**src/verilog/scope_defs.svh**
```systemverilog
`ifndef SCOPE_DEFS_SVH
`define SCOPE_DEFS_SVH

// UART bit time in sys_clock cycles.
`define SCOPE_CLKS_PER_BIT 8

// Terminal count of the report period counter.
`define SCOPE_REPORT_PERIOD 400

// Terminal count of the LED pulse counter.
`define SCOPE_LED_PERIOD 50

// Half period of the ADC serial clock.
`define SCOPE_SCLK_HALF 2

// Raw sample width on the parallel bus.
`define SCOPE_ADC_BITS 14

`endif

```
**src/verilog/adc_pkg.sv**
```systemverilog
package adc_pkg;

    typedef struct packed {
        logic [7:0] hi;
        logic [7:0] lo;
    } adc_bytes_t;

    // Capture writes the sample view, the UART reads the byte view.
    typedef union packed {
        logic signed [15:0] sample;
        adc_bytes_t         bytes;
    } adc_word_u;

    typedef struct packed {
        logic      valid;
        adc_word_u ch1;
        adc_word_u ch2;
    } adc_pair_t;

    typedef struct packed {
        logic [15:0] instr;  // R/W bit, length and register address.
        logic [7:0]  data;
    } spi_write_t;

    localparam int ADC_INIT_COUNT = 3;

    localparam spi_write_t ADC_INIT_TABLE [ADC_INIT_COUNT] = '{
        '{instr: 16'h0014, data: 8'h01},  // Two's complement output.
        '{instr: 16'h0016, data: 8'h00},
        '{instr: 16'h00ff, data: 8'h01}   // Transfer.
    };

endpackage

```
**src/verilog/uart_pkg.sv**
```systemverilog
package uart_pkg;

    typedef struct packed {
        logic                send;
        adc_pkg::adc_word_u  word;
    } uart_req_t;

    // Frame states.
    typedef enum logic [1:0] {
        ST_IDLE,
        ST_START,
        ST_DATA,
        ST_STOP
    } uart_state_e;

endpackage

```
**src/verilog/adc_spi_init.sv**
```systemverilog
`include "scope_defs.svh"

module adc_spi_init (
    input  logic i_clk,
    input  logic i_rst,
    output logic o_sclk,
    output logic o_cs,
    output logic o_sdio,
    output logic o_init_done
);
    import adc_pkg::*;

    localparam int WORD_W   = $bits(spi_write_t);
    localparam int DIV_MAX  = 2 * `SCOPE_SCLK_HALF - 1;
    localparam int DIV_W    = $clog2(DIV_MAX + 1);
    localparam int BIT_W    = $clog2(WORD_W);
    localparam int IDX_W    = $clog2(ADC_INIT_COUNT);
    localparam int GAP_LAST = 3;

    typedef enum logic [1:0] {
        S_START,
        S_SHIFT,
        S_GAP,
        S_DONE
    } init_state_e;

    init_state_e       state;
    logic [DIV_W-1:0]  div_cnt;
    logic [BIT_W-1:0]  bit_cnt;
    logic [1:0]        gap_cnt;
    logic [IDX_W-1:0]  idx;
    logic [WORD_W-1:0] shreg;

    assign o_sdio = shreg[WORD_W-1];  // MSB first.

    always_ff @(posedge i_clk) begin
        if (i_rst) begin
            state       <= S_START;
            div_cnt     <= '0;
            bit_cnt     <= '0;
            gap_cnt     <= '0;
            idx         <= '0;
            shreg       <= '0;
            o_sclk      <= 1'b0;
            o_cs        <= 1'b1;
            o_init_done <= 1'b0;
        end else begin
            case (state)
                S_START: begin
                    shreg   <= ADC_INIT_TABLE[0];
                    o_cs    <= 1'b0;
                    div_cnt <= '0;
                    bit_cnt <= '0;
                    state   <= S_SHIFT;
                end
                S_SHIFT: begin
                    div_cnt <= div_cnt + 1'b1;
                    if (div_cnt == DIV_W'(`SCOPE_SCLK_HALF - 1)) begin
                        o_sclk <= 1'b1;  // ADC samples here.
                    end
                    if (div_cnt == DIV_W'(DIV_MAX)) begin
                        div_cnt <= '0;
                        o_sclk  <= 1'b0;
                        shreg   <= shreg << 1;  // Next bit on the falling edge.
                        if (bit_cnt == BIT_W'(WORD_W - 1)) begin
                            o_cs    <= 1'b1;
                            gap_cnt <= '0;
                            state   <= S_GAP;
                        end else begin
                            bit_cnt <= bit_cnt + 1'b1;
                        end
                    end
                end
                S_GAP: begin
                    gap_cnt <= gap_cnt + 1'b1;
                    if (gap_cnt == 2'(GAP_LAST)) begin
                        if (idx == IDX_W'(ADC_INIT_COUNT - 1)) begin
                            o_init_done <= 1'b1;
                            state       <= S_DONE;
                        end else begin
                            idx     <= idx + 1'b1;
                            shreg   <= ADC_INIT_TABLE[idx + 1'b1];
                            o_cs    <= 1'b0;
                            div_cnt <= '0;
                            bit_cnt <= '0;
                            state   <= S_SHIFT;
                        end
                    end
                end
                default: begin
                    state <= S_DONE;  // Holds until reset.
                end
            endcase
        end
    end

endmodule

```
**src/verilog/adc_capture.sv**
```systemverilog
`include "scope_defs.svh"

module adc_capture (
    input  logic                       i_clk,
    input  logic                       i_rst,
    input  logic                       i_init_done,
    input  logic [`SCOPE_ADC_BITS-1:0] i_adc_data,
    output adc_pkg::adc_pair_t         o_pair
);
    import adc_pkg::*;

    logic      phase;  // 0 is ch1, 1 is ch2.
    logic      pair_valid;
    adc_word_u sample_ext;
    adc_word_u ch1_hold;
    adc_word_u pair_ch1;
    adc_word_u pair_ch2;

    assign sample_ext.sample = {{(16 - `SCOPE_ADC_BITS){i_adc_data[`SCOPE_ADC_BITS-1]}},
                                i_adc_data};

    always_ff @(posedge i_clk) begin
        if (i_rst) begin
            phase      <= 1'b0;
            pair_valid <= 1'b0;
        end else begin
            pair_valid <= 1'b0;
            if (i_init_done) begin
                phase      <= ~phase;
                pair_valid <= phase;  // Pair complete after ch2.
            end
        end
    end

    always_ff @(posedge i_clk) begin
        if (i_init_done && !phase) begin
            ch1_hold <= sample_ext;
        end
        if (i_init_done && phase) begin
            pair_ch1 <= ch1_hold;
            pair_ch2 <= sample_ext;
        end
    end

    assign o_pair.valid = pair_valid;
    assign o_pair.ch1   = pair_ch1;
    assign o_pair.ch2   = pair_ch2;

endmodule

```
**src/verilog/sample_reporter.sv**
```systemverilog
`include "scope_defs.svh"

module sample_reporter (
    input  logic                i_clk,
    input  logic                i_rst,
    input  logic                i_init_done,
    input  adc_pkg::adc_pair_t  i_pair,
    input  logic                i_ready,
    output uart_pkg::uart_req_t o_req
);
    import adc_pkg::*;

    localparam int CNT_W = $clog2(`SCOPE_REPORT_PERIOD + 1);

    logic [CNT_W-1:0] period_cnt;
    logic             period_end;
    logic             send;
    adc_word_u        ch1_latest;
    adc_word_u        report_word;

    assign period_end = (period_cnt == CNT_W'(`SCOPE_REPORT_PERIOD));

    always_ff @(posedge i_clk) begin
        if (i_rst) begin
            period_cnt <= '0;
            send       <= 1'b0;
        end else begin
            send <= 1'b0;
            if (period_end) begin
                period_cnt <= '0;
                // Report is lost when busy or not configured.
                send       <= i_ready & i_init_done;
            end else begin
                period_cnt <= period_cnt + 1'b1;
            end
        end
    end

    always_ff @(posedge i_clk) begin
        if (i_pair.valid) begin
            ch1_latest <= i_pair.ch1;
        end
        if (period_end) begin
            report_word <= ch1_latest;
        end
    end

    assign o_req.send = send;
    assign o_req.word = report_word;

endmodule

```
**src/verilog/uart_tx.sv**
```systemverilog
`include "scope_defs.svh"

module uart_tx (
    input  logic                i_clk,
    input  logic                i_rst,
    input  uart_pkg::uart_req_t i_req,
    output logic                o_ready,
    output logic                o_tx
);
    import adc_pkg::*;
    import uart_pkg::*;

    localparam int CNT_W = $clog2(`SCOPE_CLKS_PER_BIT + 1);

    uart_state_e      state;
    logic [CNT_W-1:0] bit_time;
    logic             bit_last;
    logic [2:0]       bit_idx;
    logic             byte_sel;  // 0 is low byte.
    adc_word_u        word;
    logic [7:0]       cur_byte;

    assign bit_last = (bit_time == CNT_W'(`SCOPE_CLKS_PER_BIT - 1));
    assign cur_byte = byte_sel ? word.bytes.hi : word.bytes.lo;
    assign o_ready  = (state == ST_IDLE);

    always_ff @(posedge i_clk) begin
        if (state == ST_IDLE && i_req.send) begin
            word <= i_req.word;
        end
    end

    always_ff @(posedge i_clk) begin
        if (i_rst) begin
            state    <= ST_IDLE;
            bit_time <= '0;
            bit_idx  <= '0;
            byte_sel <= 1'b0;
            o_tx     <= 1'b1;
        end else begin
            bit_time <= bit_last ? '0 : bit_time + 1'b1;
            case (state)
                ST_IDLE: begin
                    bit_time <= '0;
                    o_tx     <= 1'b1;
                    if (i_req.send) begin
                        byte_sel <= 1'b0;
                        o_tx     <= 1'b0;
                        state    <= ST_START;
                    end
                end
                ST_START: begin
                    if (bit_last) begin
                        bit_idx <= '0;
                        o_tx    <= cur_byte[0];  // LSB first.
                        state   <= ST_DATA;
                    end
                end
                ST_DATA: begin
                    if (bit_last) begin
                        if (bit_idx == 3'd7) begin
                            o_tx  <= 1'b1;
                            state <= ST_STOP;
                        end else begin
                            bit_idx <= bit_idx + 1'b1;
                            o_tx    <= cur_byte[bit_idx + 3'd1];
                        end
                    end
                end
                default: begin
                    if (bit_last) begin
                        if (!byte_sel) begin
                            byte_sel <= 1'b1;  // High byte, no gap.
                            o_tx     <= 1'b0;
                            state    <= ST_START;
                        end else begin
                            state <= ST_IDLE;
                        end
                    end
                end
            endcase
        end
    end

endmodule

```
**src/verilog/status_led.sv**
```systemverilog
`include "scope_defs.svh"

module status_led (
    input  logic i_clk,
    input  logic i_rst,
    input  logic i_init_done,
    output logic o_led_g,
    output logic o_led_r
);

    localparam int CNT_W = $clog2(`SCOPE_LED_PERIOD + 1);

    logic [CNT_W-1:0] pulse_cnt;
    logic             pulse;

    always_ff @(posedge i_clk) begin
        if (i_rst) begin
            pulse_cnt <= '0;
            pulse     <= 1'b0;
        end else if (pulse_cnt == CNT_W'(`SCOPE_LED_PERIOD)) begin
            pulse_cnt <= '0;
            pulse     <= 1'b1;
        end else begin
            pulse_cnt <= pulse_cnt + 1'b1;
            pulse     <= 1'b0;
        end
    end

    // Red while configuring.
    assign o_led_r = pulse & ~i_init_done;
    assign o_led_g = pulse & i_init_done;

endmodule

```
**src/verilog/scope_top.sv**
```systemverilog
`include "scope_defs.svh"

module scope_top (
    input  logic                       sys_clock,
    input  logic                       i_rst,
    input  logic [`SCOPE_ADC_BITS-1:0] i_adc_data,
    output logic                       o_adc_sclk,
    output logic                       o_adc_cs,
    output logic                       o_adc_sdio,
    output logic                       o_tx,
    output logic                       o_led_g,
    output logic                       o_led_r
);
    import adc_pkg::*;
    import uart_pkg::*;

    logic      init_done;
    adc_pair_t pair;
    uart_req_t req;
    logic      uart_ready;

    adc_spi_init u_adc_spi_init (
        .i_clk       (sys_clock),
        .i_rst       (i_rst),
        .o_sclk      (o_adc_sclk),
        .o_cs        (o_adc_cs),
        .o_sdio      (o_adc_sdio),
        .o_init_done (init_done)
    );

    adc_capture u_adc_capture (
        .i_clk       (sys_clock),
        .i_rst       (i_rst),
        .i_init_done (init_done),
        .i_adc_data  (i_adc_data),
        .o_pair      (pair)
    );

    sample_reporter u_sample_reporter (
        .i_clk       (sys_clock),
        .i_rst       (i_rst),
        .i_init_done (init_done),
        .i_pair      (pair),
        .i_ready     (uart_ready),
        .o_req       (req)
    );

    uart_tx u_uart_tx (
        .i_clk   (sys_clock),
        .i_rst   (i_rst),
        .i_req   (req),
        .o_ready (uart_ready),
        .o_tx    (o_tx)
    );

    status_led u_status_led (
        .i_clk       (sys_clock),
        .i_rst       (i_rst),
        .i_init_done (init_done),
        .o_led_g     (o_led_g),
        .o_led_r     (o_led_r)
    );

endmodule

```
**config.mk**
```make
export PLATFORM = sky130hd
export DESIGN_NAME = scope_top
export DESIGN_NICKNAME = d
export VERILOG_FILES = /design/src/verilog/adc_pkg.sv /design/src/verilog/uart_pkg.sv /design/src/verilog/adc_spi_init.sv /design/src/verilog/adc_capture.sv /design/src/verilog/sample_reporter.sv /design/src/verilog/uart_tx.sv /design/src/verilog/status_led.sv /design/src/verilog/scope_top.sv
export VERILOG_INCLUDE_DIRS = /design/src /design/src/verilog
export SDC_FILE = /design/constraint.sdc
export NUM_CORES = 1
export LEC_CHECK = 0
export BUFFER_PORTS_ARGS = -buffer_cell sky130_fd_sc_hd__buf_2
export CAP_MARGIN = 20
export CORE_MARGIN = 4
export CORE_UTILIZATION = 55
export DETAILED_ROUTE_END_ITERATION = 8
export PLACE_DENSITY_LB_ADDON = 0.12
export SYNTH_ARGS = -nofsm -noshare
export SYNTH_HDL_FRONTEND = slang
export SYNTH_SLANG_ARGS = --single-unit
```
**constraint.sdc**
```tcl
create_clock -name sys_clock -period 2.69 [get_ports sys_clock]
set_clock_uncertainty 0.2 [all_clocks]
set_input_delay 0.1345 -clock sys_clock [delete_from_list [all_inputs] [get_ports sys_clock]]
set_output_delay 0.1345 -clock sys_clock [all_outputs]
set_load 0.03 [all_outputs]
```
==> impl_metrics.tcl, run 1 <==
set metrics [dict create \
    drv_slew 0 \
    synth_fp_nets 468 \
    vias_per_cell 5.17 \
    hold_violations 0 \
    power.density_nw_per_um2 871 \
    ant_nets 0 \
    timing.final.crit_share_pct 84.2 \
    vias 3193 \
    hpwl_mm 5.19 \
    clk_latency_ps 520 \
    run_status "finished, final reports clean" \
    ioPinCount 22 \
    fillers 707 \
    totalWireLength_mm 8.19 \
    cts_tree "done" \
    ys_ff_latch 140 \
    placed_cells 571 \
    grt_pass1_vias 3176 \
    die_h_um 107 \
    final_area_um2 6340 \
    fin_crit_ps 2270 \
    critPathRequiredTime_ps 2960 \
    worstSetupPathType "reg2reg" \
    clkTransAtPathRegs_ps 70 \
    hold_slack_ps 118 \
    synth_edf_count 70 \
    finalSetupViolations 0 \
    fin_total_pwr_mw 5.52 \
    layout_setup_ws_ps 424 \
    hold_class "in2reg" \
    diodes 0 \
    firstDrtPassIters 4 \
    max_slew_margin_pct 58.7 \
    nets 514 \
    maxCapViolCount 0 \
    power.leakage_nw 2.38 \
    endpoint_kind "flip-flop" \
    fmax_ghz 0.441 \
    cts_resized 0 \
    synth_cells 430 \
    grt-ovfl-total 0 \
    track_usage_pct 16.3 \
    core_area_um2 9370 \
    antenna_found_initial 0 \
    grt_pass1_wl_mm 14.6 \
    ir_worst_vdd_mv 0.536 \
    rsz0062_at_grt "no" \
    place_area_um2 5580 \
    worstPathArrival_ps 2530 \
    critPathLaunchType "flip-flop" \
    row_count 35 \
    ys.flop_type "edfxtp_1" \
    cts.sinks 140 \
    start_util_pct 57.0 \
    grt_max_degree 33 \
    drtIter0Drc 90 \
    die_area_um2 11400 \
    drc 0 \
    numCtsBuffers 17 \
    area_growth_pct 18.6 \
    worstMarginPinSlew_ps 620 \
    cp_max_fo 9 \
    post_drt_wl_per_cell_um 13.3 \
    final_util_pct 67.7 \
    htree_levels 4 \
    synthArstFlopShare_pct 0 \
    place_congestion 0.813 \
    ys.warnings.count 0 \
    tns_ps 0 \
    portBuffers 21 \
    clockBufferDepth 2 \
    fin_cells 618 \
    synth.distinct_cells 54 \
    fp.dieW_um 107 \
    ys_seq_area_share_pct 65.5 \
    layout-drive-gt1-share_pct 14.7 \
    synth_area_um2 5350 \
    syn_avg_cell_area_um2 12.4 \
    root_buffer "clkbuf_8" \
    place_worst_setup_slack_ps 466 \
]
-- logic make-up (layout without fill, tap and decap cells) --
group                    after synthesis  count (layout)  share of synthesized area (%)
AND/OR/NAND/NOR                      147             147                           13.2
flip-flops                           140             140                           65.5
AO/OA/AOI/OAI                         61              61                           8.12
buffers and inverters                 30              89                           2.71
adder cells (fa/ha/maj)               22              22                           5.15
XOR/XNOR                              19              19                           3.11
multiplexers                          11              11                           2.22
-- layout make-up --
type / count / area, um^2 / area share (%)
sequential: 140 / 3500 / 55.2
multi-input combinational: 260 / 1700 / 26.9
clock buffer: 17 / 414 / 6.53
timing repair buffer: 43 / 308 / 4.85
clock inverter: 15 / 199 / 3.14
tap: 129 / 161 / 2.54
inverter: 14 / 52.6 / 0.829
-- repair_timing --
action,CTS,global route
endpoints found under the hold margin,37,0
hold buffers,15,0
buffers inserted,0,0
-- cell usage after synthesis (4+ instances only) --
| cell type | n | area (um^2) |
|---|---|---|
| ha_1 | 22 | 275 |
| xor2_1 | 11 | 96.3 |
| buf_2 | 5 | 25.0 |
| and2_1 | 4 | 25.0 |
| mux2i_1 | 7 | 70.1 |
| a21oi_1 | 15 | 75.1 |
| nand2_1 | 24 | 90.1 |
| xnor2_1 | 8 | 70.1 |
| dfxtp_1 | 70 | 1400 |
| nand2b_1 | 8 | 50.1 |
| inv_1 | 14 | 52.6 |
| clkbuf_1 | 6 | 22.5 |
| nor2_1 | 68 | 255 |
| a211oi_1 | 5 | 37.5 |
| a22oi_1 | 21 | 158 |
| edfxtp_1 | 70 | 2100 |
| nor2b_1 | 5 | 31.3 |
| nand3_1 | 12 | 60.1 |
-- layer usage --
| layer | share of wire, % | up-vias | global-route usage [%] |
|---|---|---|---|
| met5 | 0 | - | 0 |
| met2 | 49 | 46 | 26.5 |
| met3 | 3.3 | 12 | 4.88 |
| met4 | 1.5 | 0 | 7.12 |
| li1 | - | 1617 | - |
| met1 | 46 | 1518 | 20.2 |
-- power by group --
part           switching [mW]  internal (mW)  total (mW)
Clock                   0.981           1.37        2.35
Sequential             0.0634           2.30        2.36
Combinational           0.508          0.297       0.804
-- sequential cells by signal, indices dropped and copies added, names as in the netlist, 3 cells and up --
signal / count
u_adc_spi_init.shreg: 24
u_adc_capture.ch1_hold: 14
u_adc_capture.pair_ch1: 14
u_sample_reporter.ch1_latest: 14
u_sample_reporter.report_word: 14
u_uart_tx.word: 14
u_sample_reporter.period_cnt: 9
u_status_led.pulse_cnt: 6
u_adc_spi_init.bit_cnt: 5
u_uart_tx.bit_time: 4
u_uart_tx.bit_idx: 3
-- worst max-delay path, cell delays in order, from the launching register on --
cell      delay, ps
dfxtp_1         470
ha_1            380
or2b_2          350
mux2i_1         120
a211o_2         330
a311oi_1        220
a211o_1         130
-- cell usage in the layout, fill, tap and decap left out, drive strengths merged, types with 11 or more instances in the layout --
cell type,instances
edfxtp,70
dfxtp,70
nor2,69
buf,28
nand2,24
ha,22
inv,22
a22oi,21
clkbuf,17
a21oi,15
dlygate4sd3,15
nand3,12
xor2,11
-- final timing paths --
path,from,cells past startpoint,slack (ps),endpoint
setup / recovery,u_uart_tx.bit_idx[0]$_SDFFE_PP0P_,6,420,u_uart_tx.o_tx$_SDFFE_PP1P_
hold reg to reg,u_sample_reporter.report_word[6]$_DFFE_PN_,0,210,u_uart_tx.word[6]$_DFFE_PP_
setup reg to reg,u_uart_tx.bit_idx[0]$_SDFFE_PP0P_,6,420,u_uart_tx.o_tx$_SDFFE_PP1P_
hold / removal,i_adc_data[4],2,120,u_adc_capture.ch1_hold[4]$_DFFE_PP_
No activity file was read; power rests on OpenSTA's default activity.
==> run 2, diff against run 1 <==
==> constraint.sdc (replaced) <==
create_clock -name sys_clock -period 2.1 [get_ports sys_clock]
set_clock_uncertainty 0.2 [all_clocks]
set_input_delay 0.105 -clock sys_clock [delete_from_list [all_inputs] [get_ports sys_clock]]
set_output_delay 0.105 -clock sys_clock [all_outputs]
set_load 0.03 [all_outputs]
==> run 2 against run 1 <==
  * Combinational power increased by 38%
  * Utilization increased by 1.1 points
  * Highest routed layer unchanged
  * Setup slack got worse by 330 ps
  * Maximum frequency increased by 13%
  * Via count increased by 0.66%
  * Sequential share of layout area decreased by 0.88 points
  * Global-route usage about the same
  * Worst hold slack got worse by 33 ps
  * Largest cell class unchanged
  * Critical endpoint is now u_uart_tx.state[0]$_SDFFE_PP0P_
==> impl_metrics.tcl, run 2 (synthesis results as in run 1) <==
set metrics [dict create \
    r2r_start "u_uart_tx.state[0]$_SDFFE_PP0P_" \
    cts.sinks 140 \
    hold_slack_ps 84.6 \
    worstMarginPinSlew_ps 551 \
    p_comb_share_pct 15.4 \
    critPathLaunchType "flip-flop" \
    timing.final.crit_share_pct 95.4 \
    place_area_um2 5650 \
    layout_setup_ws_ps 96.8 \
    antenna_found_initial 0 \
    crit_path_top_delay_cell "a221oi_1" \
    grt_pass1_vias 3149 \
    post_drt_wl_per_cell_um 13.3 \
    final_util_pct 68.8 \
    worstSetupPathType "reg2reg" \
    crit_start "u_uart_tx.state[0]$_SDFFE_PP0P_" \
    hold_class "in2reg" \
    diodes 0 \
    numCtsBuffers 17 \
    grt_pass1_wl_mm 14.6 \
    track_usage_pct 16.3 \
    seqPwrFrac_pct 42.1 \
    max_slew_margin_pct 63.3 \
    fin_total_pwr_mw 7.19 \
    htree_levels 4 \
    core_area_um2 9370 \
    fin_cells 626 \
    area_growth_pct 20.5 \
    fin_crit_ps 2000 \
    layout-drive-gt1-share_pct 17.3 \
    place_worst_setup_slack_ps -24.3 \
    power.density_nw_per_um2 1120 \
    regToRegSetupSlack_ps 100 \
    die_area_um2 11400 \
    hold_start "i_adc_data[4]" \
    worstPathArrival_ps 2200 \
    maxCapViolCount 0 \
    cpLargestDelayFamily "compound AO/OA/AOI/OAI gates" \
    clk_latency_ps 520 \
    endpoint_kind "flip-flop" \
    drv_slew 0 \
    top_register "u_adc_spi_init.shreg" \
    vias 3214 \
    p_int_mw 5.14 \
    drc 0 \
    rsz0062_at_grt "no" \
    p_clk_share_pct 42.5 \
    fmax_ghz 0.499 \
    ioPinCount 22 \
    placed_cells 579 \
    cts_tree "done" \
    cts_setup_buffers 0 \
    run_status "finished, final reports clean" \
    place_congestion 0.799 \
    firstDrtPassIters 4 \
    totalWireLength_mm 8.31 \
    switching_share_pct 28.6 \
    clkTransAtPathRegs_ps 70 \
    final_area_um2 6440 \
    crit_buf_inv 1 \
    drtIter0Drc 142 \
    ir_worst_vdd_mv 0.589 \
    fp.dieW_um 107 \
    mostFrequentLayoutCells "70 x edfxtp_1, 70 x dfxtp_1, 68 x nor2_1" \
    cp_max_fo 4 \
    ant_nets 0 \
    start_util_pct 57.0 \
    die_h_um 107 \
    slowest_delay_ps 450 \
    finalSetupViolations 0 \
    clockBufferDepth 2 \
    grt-ovfl-total 0 \
    power.switching_mw 2.05 \
    largest_reg_flops 24 \
    fillers 710 \
    path_cells "inv_1 > ha_1 > and2b_2 > a221oi_1 > mux2i_1 > nor2_1" \
    row_count 35 \
    portBuffers 21 \
    root_buffer "clkbuf_8" \
    critPathRequiredTime_ps 2290 \
    hold_violations 0 \
    hpwl_mm 5.02 \
    vias_per_cell 5.13 \
    grt_max_degree 28 \
    tns_ps 0 \
    nets 522 \
    power.leakage_nw 2.42 \
]
## run 2: area by class of cell
class | count | area [um^2] | share of cell area, %
flip-flops and latches | 140 | 3500 | 54.4
multi-input cells | 260 | 1750 | 27.1
clock buffers | 17 | 414 | 6.43
repair buffers | 51 | 372 | 5.77
clock inverters | 15 | 193 | 2.99
well taps | 129 | 161 | 2.50
inverters | 14 | 52.6 | 0.815
## run 2: final timing paths
check	endpoint	cells after the start
max	u_uart_tx.state[0]$_SDFFE_PP0P_	6
min	u_adc_capture.ch1_hold[4]$_DFFE_PP_	2
max reg2reg	u_uart_tx.state[0]$_SDFFE_PP0P_	6
min reg2reg	u_sample_reporter.report_word[5]$_DFFE_PN_	0
## run 2: power by group through the flow
| stage | sequential, mW | combinational [mW] | clock [mW] |
|---|---|---|---|
| 2_1_floorplan | 3.11 | 0.755 | 0 |
| 3_3_place_gp | 3.08 | 1.01 | 0 |
| 3_5_place_dp | 3.09 | 1.03 | 0 |
| 4_1_cts | 3.03 | 1.07 | 3.09 |
| 5_1_grt | 3.04 | 1.24 | 3.24 |
| 6_report | 3.03 | 1.11 | 3.05 |
## run 2: what timing repair did
item	in CTS	in global routing
gates resized for setup	2	6
pin swaps	0	1
hold endpoints to repair	33	0
hold buffers	15	0
endpoints found under the setup margin	1	27
## run 2: worst reg2reg max path, stage by stage (launching register included)
cell and delay [ps]:
dfxtp_1 380, inv_1 80, ha_1 240, and2b_2 220, a221oi_1 450, mux2i_1 260
nor2_1 50
## run 2: layer usage
metal	global-route usage [%]	routed length (um)
met3	4.88	275
met1	21.3	3950
met5	0	0
met2	25.9	3940
met4	6.30	143
==> run 3, diff against run 2 <==
--- a/config.mk
+++ b/config.mk
@@ -10,6 +10,7 @@
 export CAP_MARGIN = 20
 export CORE_MARGIN = 4
 export CORE_UTILIZATION = 55
+export CTS_BUF_LIST = sky130_fd_sc_hd__clkbuf_8
 export DETAILED_ROUTE_END_ITERATION = 8
 export PLACE_DENSITY_LB_ADDON = 0.12
 export SYNTH_ARGS = -nofsm -noshare
==> run 3 against run 2 <==
  * Final cell count unchanged
  * Sequential power hardly changed
  * Routed wire length is 3.5% lower
  * First-iteration DRC count decreased by 19%
  * Utilization decreased by 1.9 points
  * Largest cell class unchanged
  * Highest routed layer unchanged
==> impl_metrics.tcl, run 3 (synthesis results as in run 1) <==
set metrics [dict create \
    run_status "finished, final reports clean" \
    grt_busiest_layer "met2" \
    timing.final.crit_share_pct 95.4 \
    area_growth_pct 17.2 \
    p_clk_share_pct 35.8 \
    cp_max_fo 6 \
    drc 0 \
    hold_class "in2reg" \
    seqPwrFrac_pct 47.2 \
    nets 522 \
    switching_share_pct 29.9 \
    firstDrtPassIters 5 \
    grt_pass1_vias 3114 \
    mostFrequentLayoutCells "70 x edfxtp_1, 70 x dfxtp_1, 68 x nor2_1" \
    critPathRequiredTime_ps 2280 \
    fin_crit_ps 2000 \
    clk_latency_ps 430 \
    ir_worst_vdd_mv 0.757 \
    ant_nets 0 \
    finalSetupViolations 0 \
    worstSetupPathType "reg2reg" \
    regToRegSetupSlack_ps 100 \
    rr_worst_depth 6 \
    clockBufferDepth 2 \
    place_congestion 0.799 \
    track_usage_pct 15.6 \
    maxCapViolCount 0 \
    critPathLaunchType "flip-flop" \
    ioPinCount 22 \
    numCtsBuffers 17 \
    cts_tree "done" \
    fin_cells 626 \
    p_comb_share_pct 17.0 \
    final_area_um2 6260 \
    layout-drive-gt1-share_pct 17.3 \
    power.leakage_nw 2.34 \
    core_area_um2 9370 \
    place_area_um2 5650 \
    post_drt_wl_per_cell_um 12.8 \
    root_buffer "clkbuf_8" \
    use_met1_pct 20.6 \
    cts_setup_buffers 0 \
    diodes 0 \
    worstMarginPinSlew_ps 538 \
    hold_violations 0 \
    grt-ovfl-total 0 \
    power.switching_mw 1.91 \
    drv_slew 0 \
    portBuffers 21 \
    drtIter0Drc 115 \
    fillers 725 \
    worstPathArrival_ps 2190 \
    die_area_um2 11400 \
    totalWireLength_mm 8.02 \
    htree_levels 4 \
    grt_pass1_wl_mm 14.2 \
    vias 3176 \
    placed_cells 579 \
    grt_max_degree 28 \
    top_register "u_adc_spi_init.shreg" \
    rsz0062_at_grt "no" \
    start_util_pct 57.0 \
    tns_ps 0 \
    hold_depth 2 \
    antenna_found_initial 0 \
    fp.dieW_um 107 \
    hpwl_mm 5.02 \
    met3_usage_pct 4.76 \
    cts.sinks 140 \
    grtUsageMet2_pct 24.6 \
    row_count 35 \
    die_h_um 107 \
    fmax_ghz 0.499 \
    p_int_mw 4.49 \
    hold_slack_ps 166 \
    largest_reg_flops 24 \
    power.density_nw_per_um2 1020 \
    vias_per_cell 5.07 \
    endpoint_kind "flip-flop" \
    clkTransAtPathRegs_ps 90 \
    max_slew_margin_pct 64.1 \
]
[run 3: cell counts in the layout (fill, tap and decap cells not counted)]
Identical to the previous run, type by type.
[run 3: cell type report]
type                    count  area [um^2]  share of cell area (%)
multi-input cells         260         1750                    27.9
inverters                  14         52.6                   0.839
well taps                 129          161                    2.58
clock inverters            15          193                    3.08
clock buffers              17          234                    3.74
flip-flops and latches    140         3500                    55.9
repair buffers             51          372                    5.93
[run 3: layer usage]
layer / vias to the layer above / wire, um
met4: 0 / 76
met1: 1494 / 3860
met2: 36 / 3810
met3: 9 / 269
met5: - / 0
li1: 1637 / -
[run 3: worst max-delay path, stage by stage (launching register included)]
cell      delay, ps
dfxtp_1         390
ha_4            250
or2b_2          320
mux2i_1         130
a211o_2         330
a311oi_1        220
a211o_1         130
[run 3: repair_timing]
item                       in CTS  in global routing
resized for setup               2                  6
setup endpoints to repair       1                 29
hold buffers                   15                  0
hold endpoints to repair       29                  0
[run 3: path summary, 6_finish.rpt]
kind                                                  start                                         end
setup / recovery          u_uart_tx.bit_idx[0]$_SDFFE_PP0P_                 u_uart_tx.o_tx$_SDFFE_PP1P_
hold / removal                                i_adc_data[6]         u_adc_capture.ch1_hold[6]$_DFFE_PP_
setup reg to reg          u_uart_tx.bit_idx[0]$_SDFFE_PP0P_                 u_uart_tx.o_tx$_SDFFE_PP1P_
hold reg to reg   u_sample_reporter.ch1_latest[5]$_DFFE_PP_  u_sample_reporter.report_word[5]$_DFFE_PN_
[run 3: power groups by stage]
stage          clock, mW  combinational, mW  sequential [mW]
6_report            2.29               1.09             3.02
5_1_grt             2.48               1.23             3.04
4_1_cts             2.34               1.06             3.02
3_5_place_dp           0               1.03             3.09
3_3_place_gp           0               1.01             3.08
2_1_floorplan          0              0.755             3.11
[run 3: through the flow]
step	setup slack (ps)	power, mW	util, %
after floorplan	0.786	3.86	-
after global placement	44.0	4.09	60.3
after detailed placement	-24.3	4.12	60.3
after CTS	46.6	6.42	66.6
after global routing	13.2	6.74	66.8
final	95.9	6.41	66.8
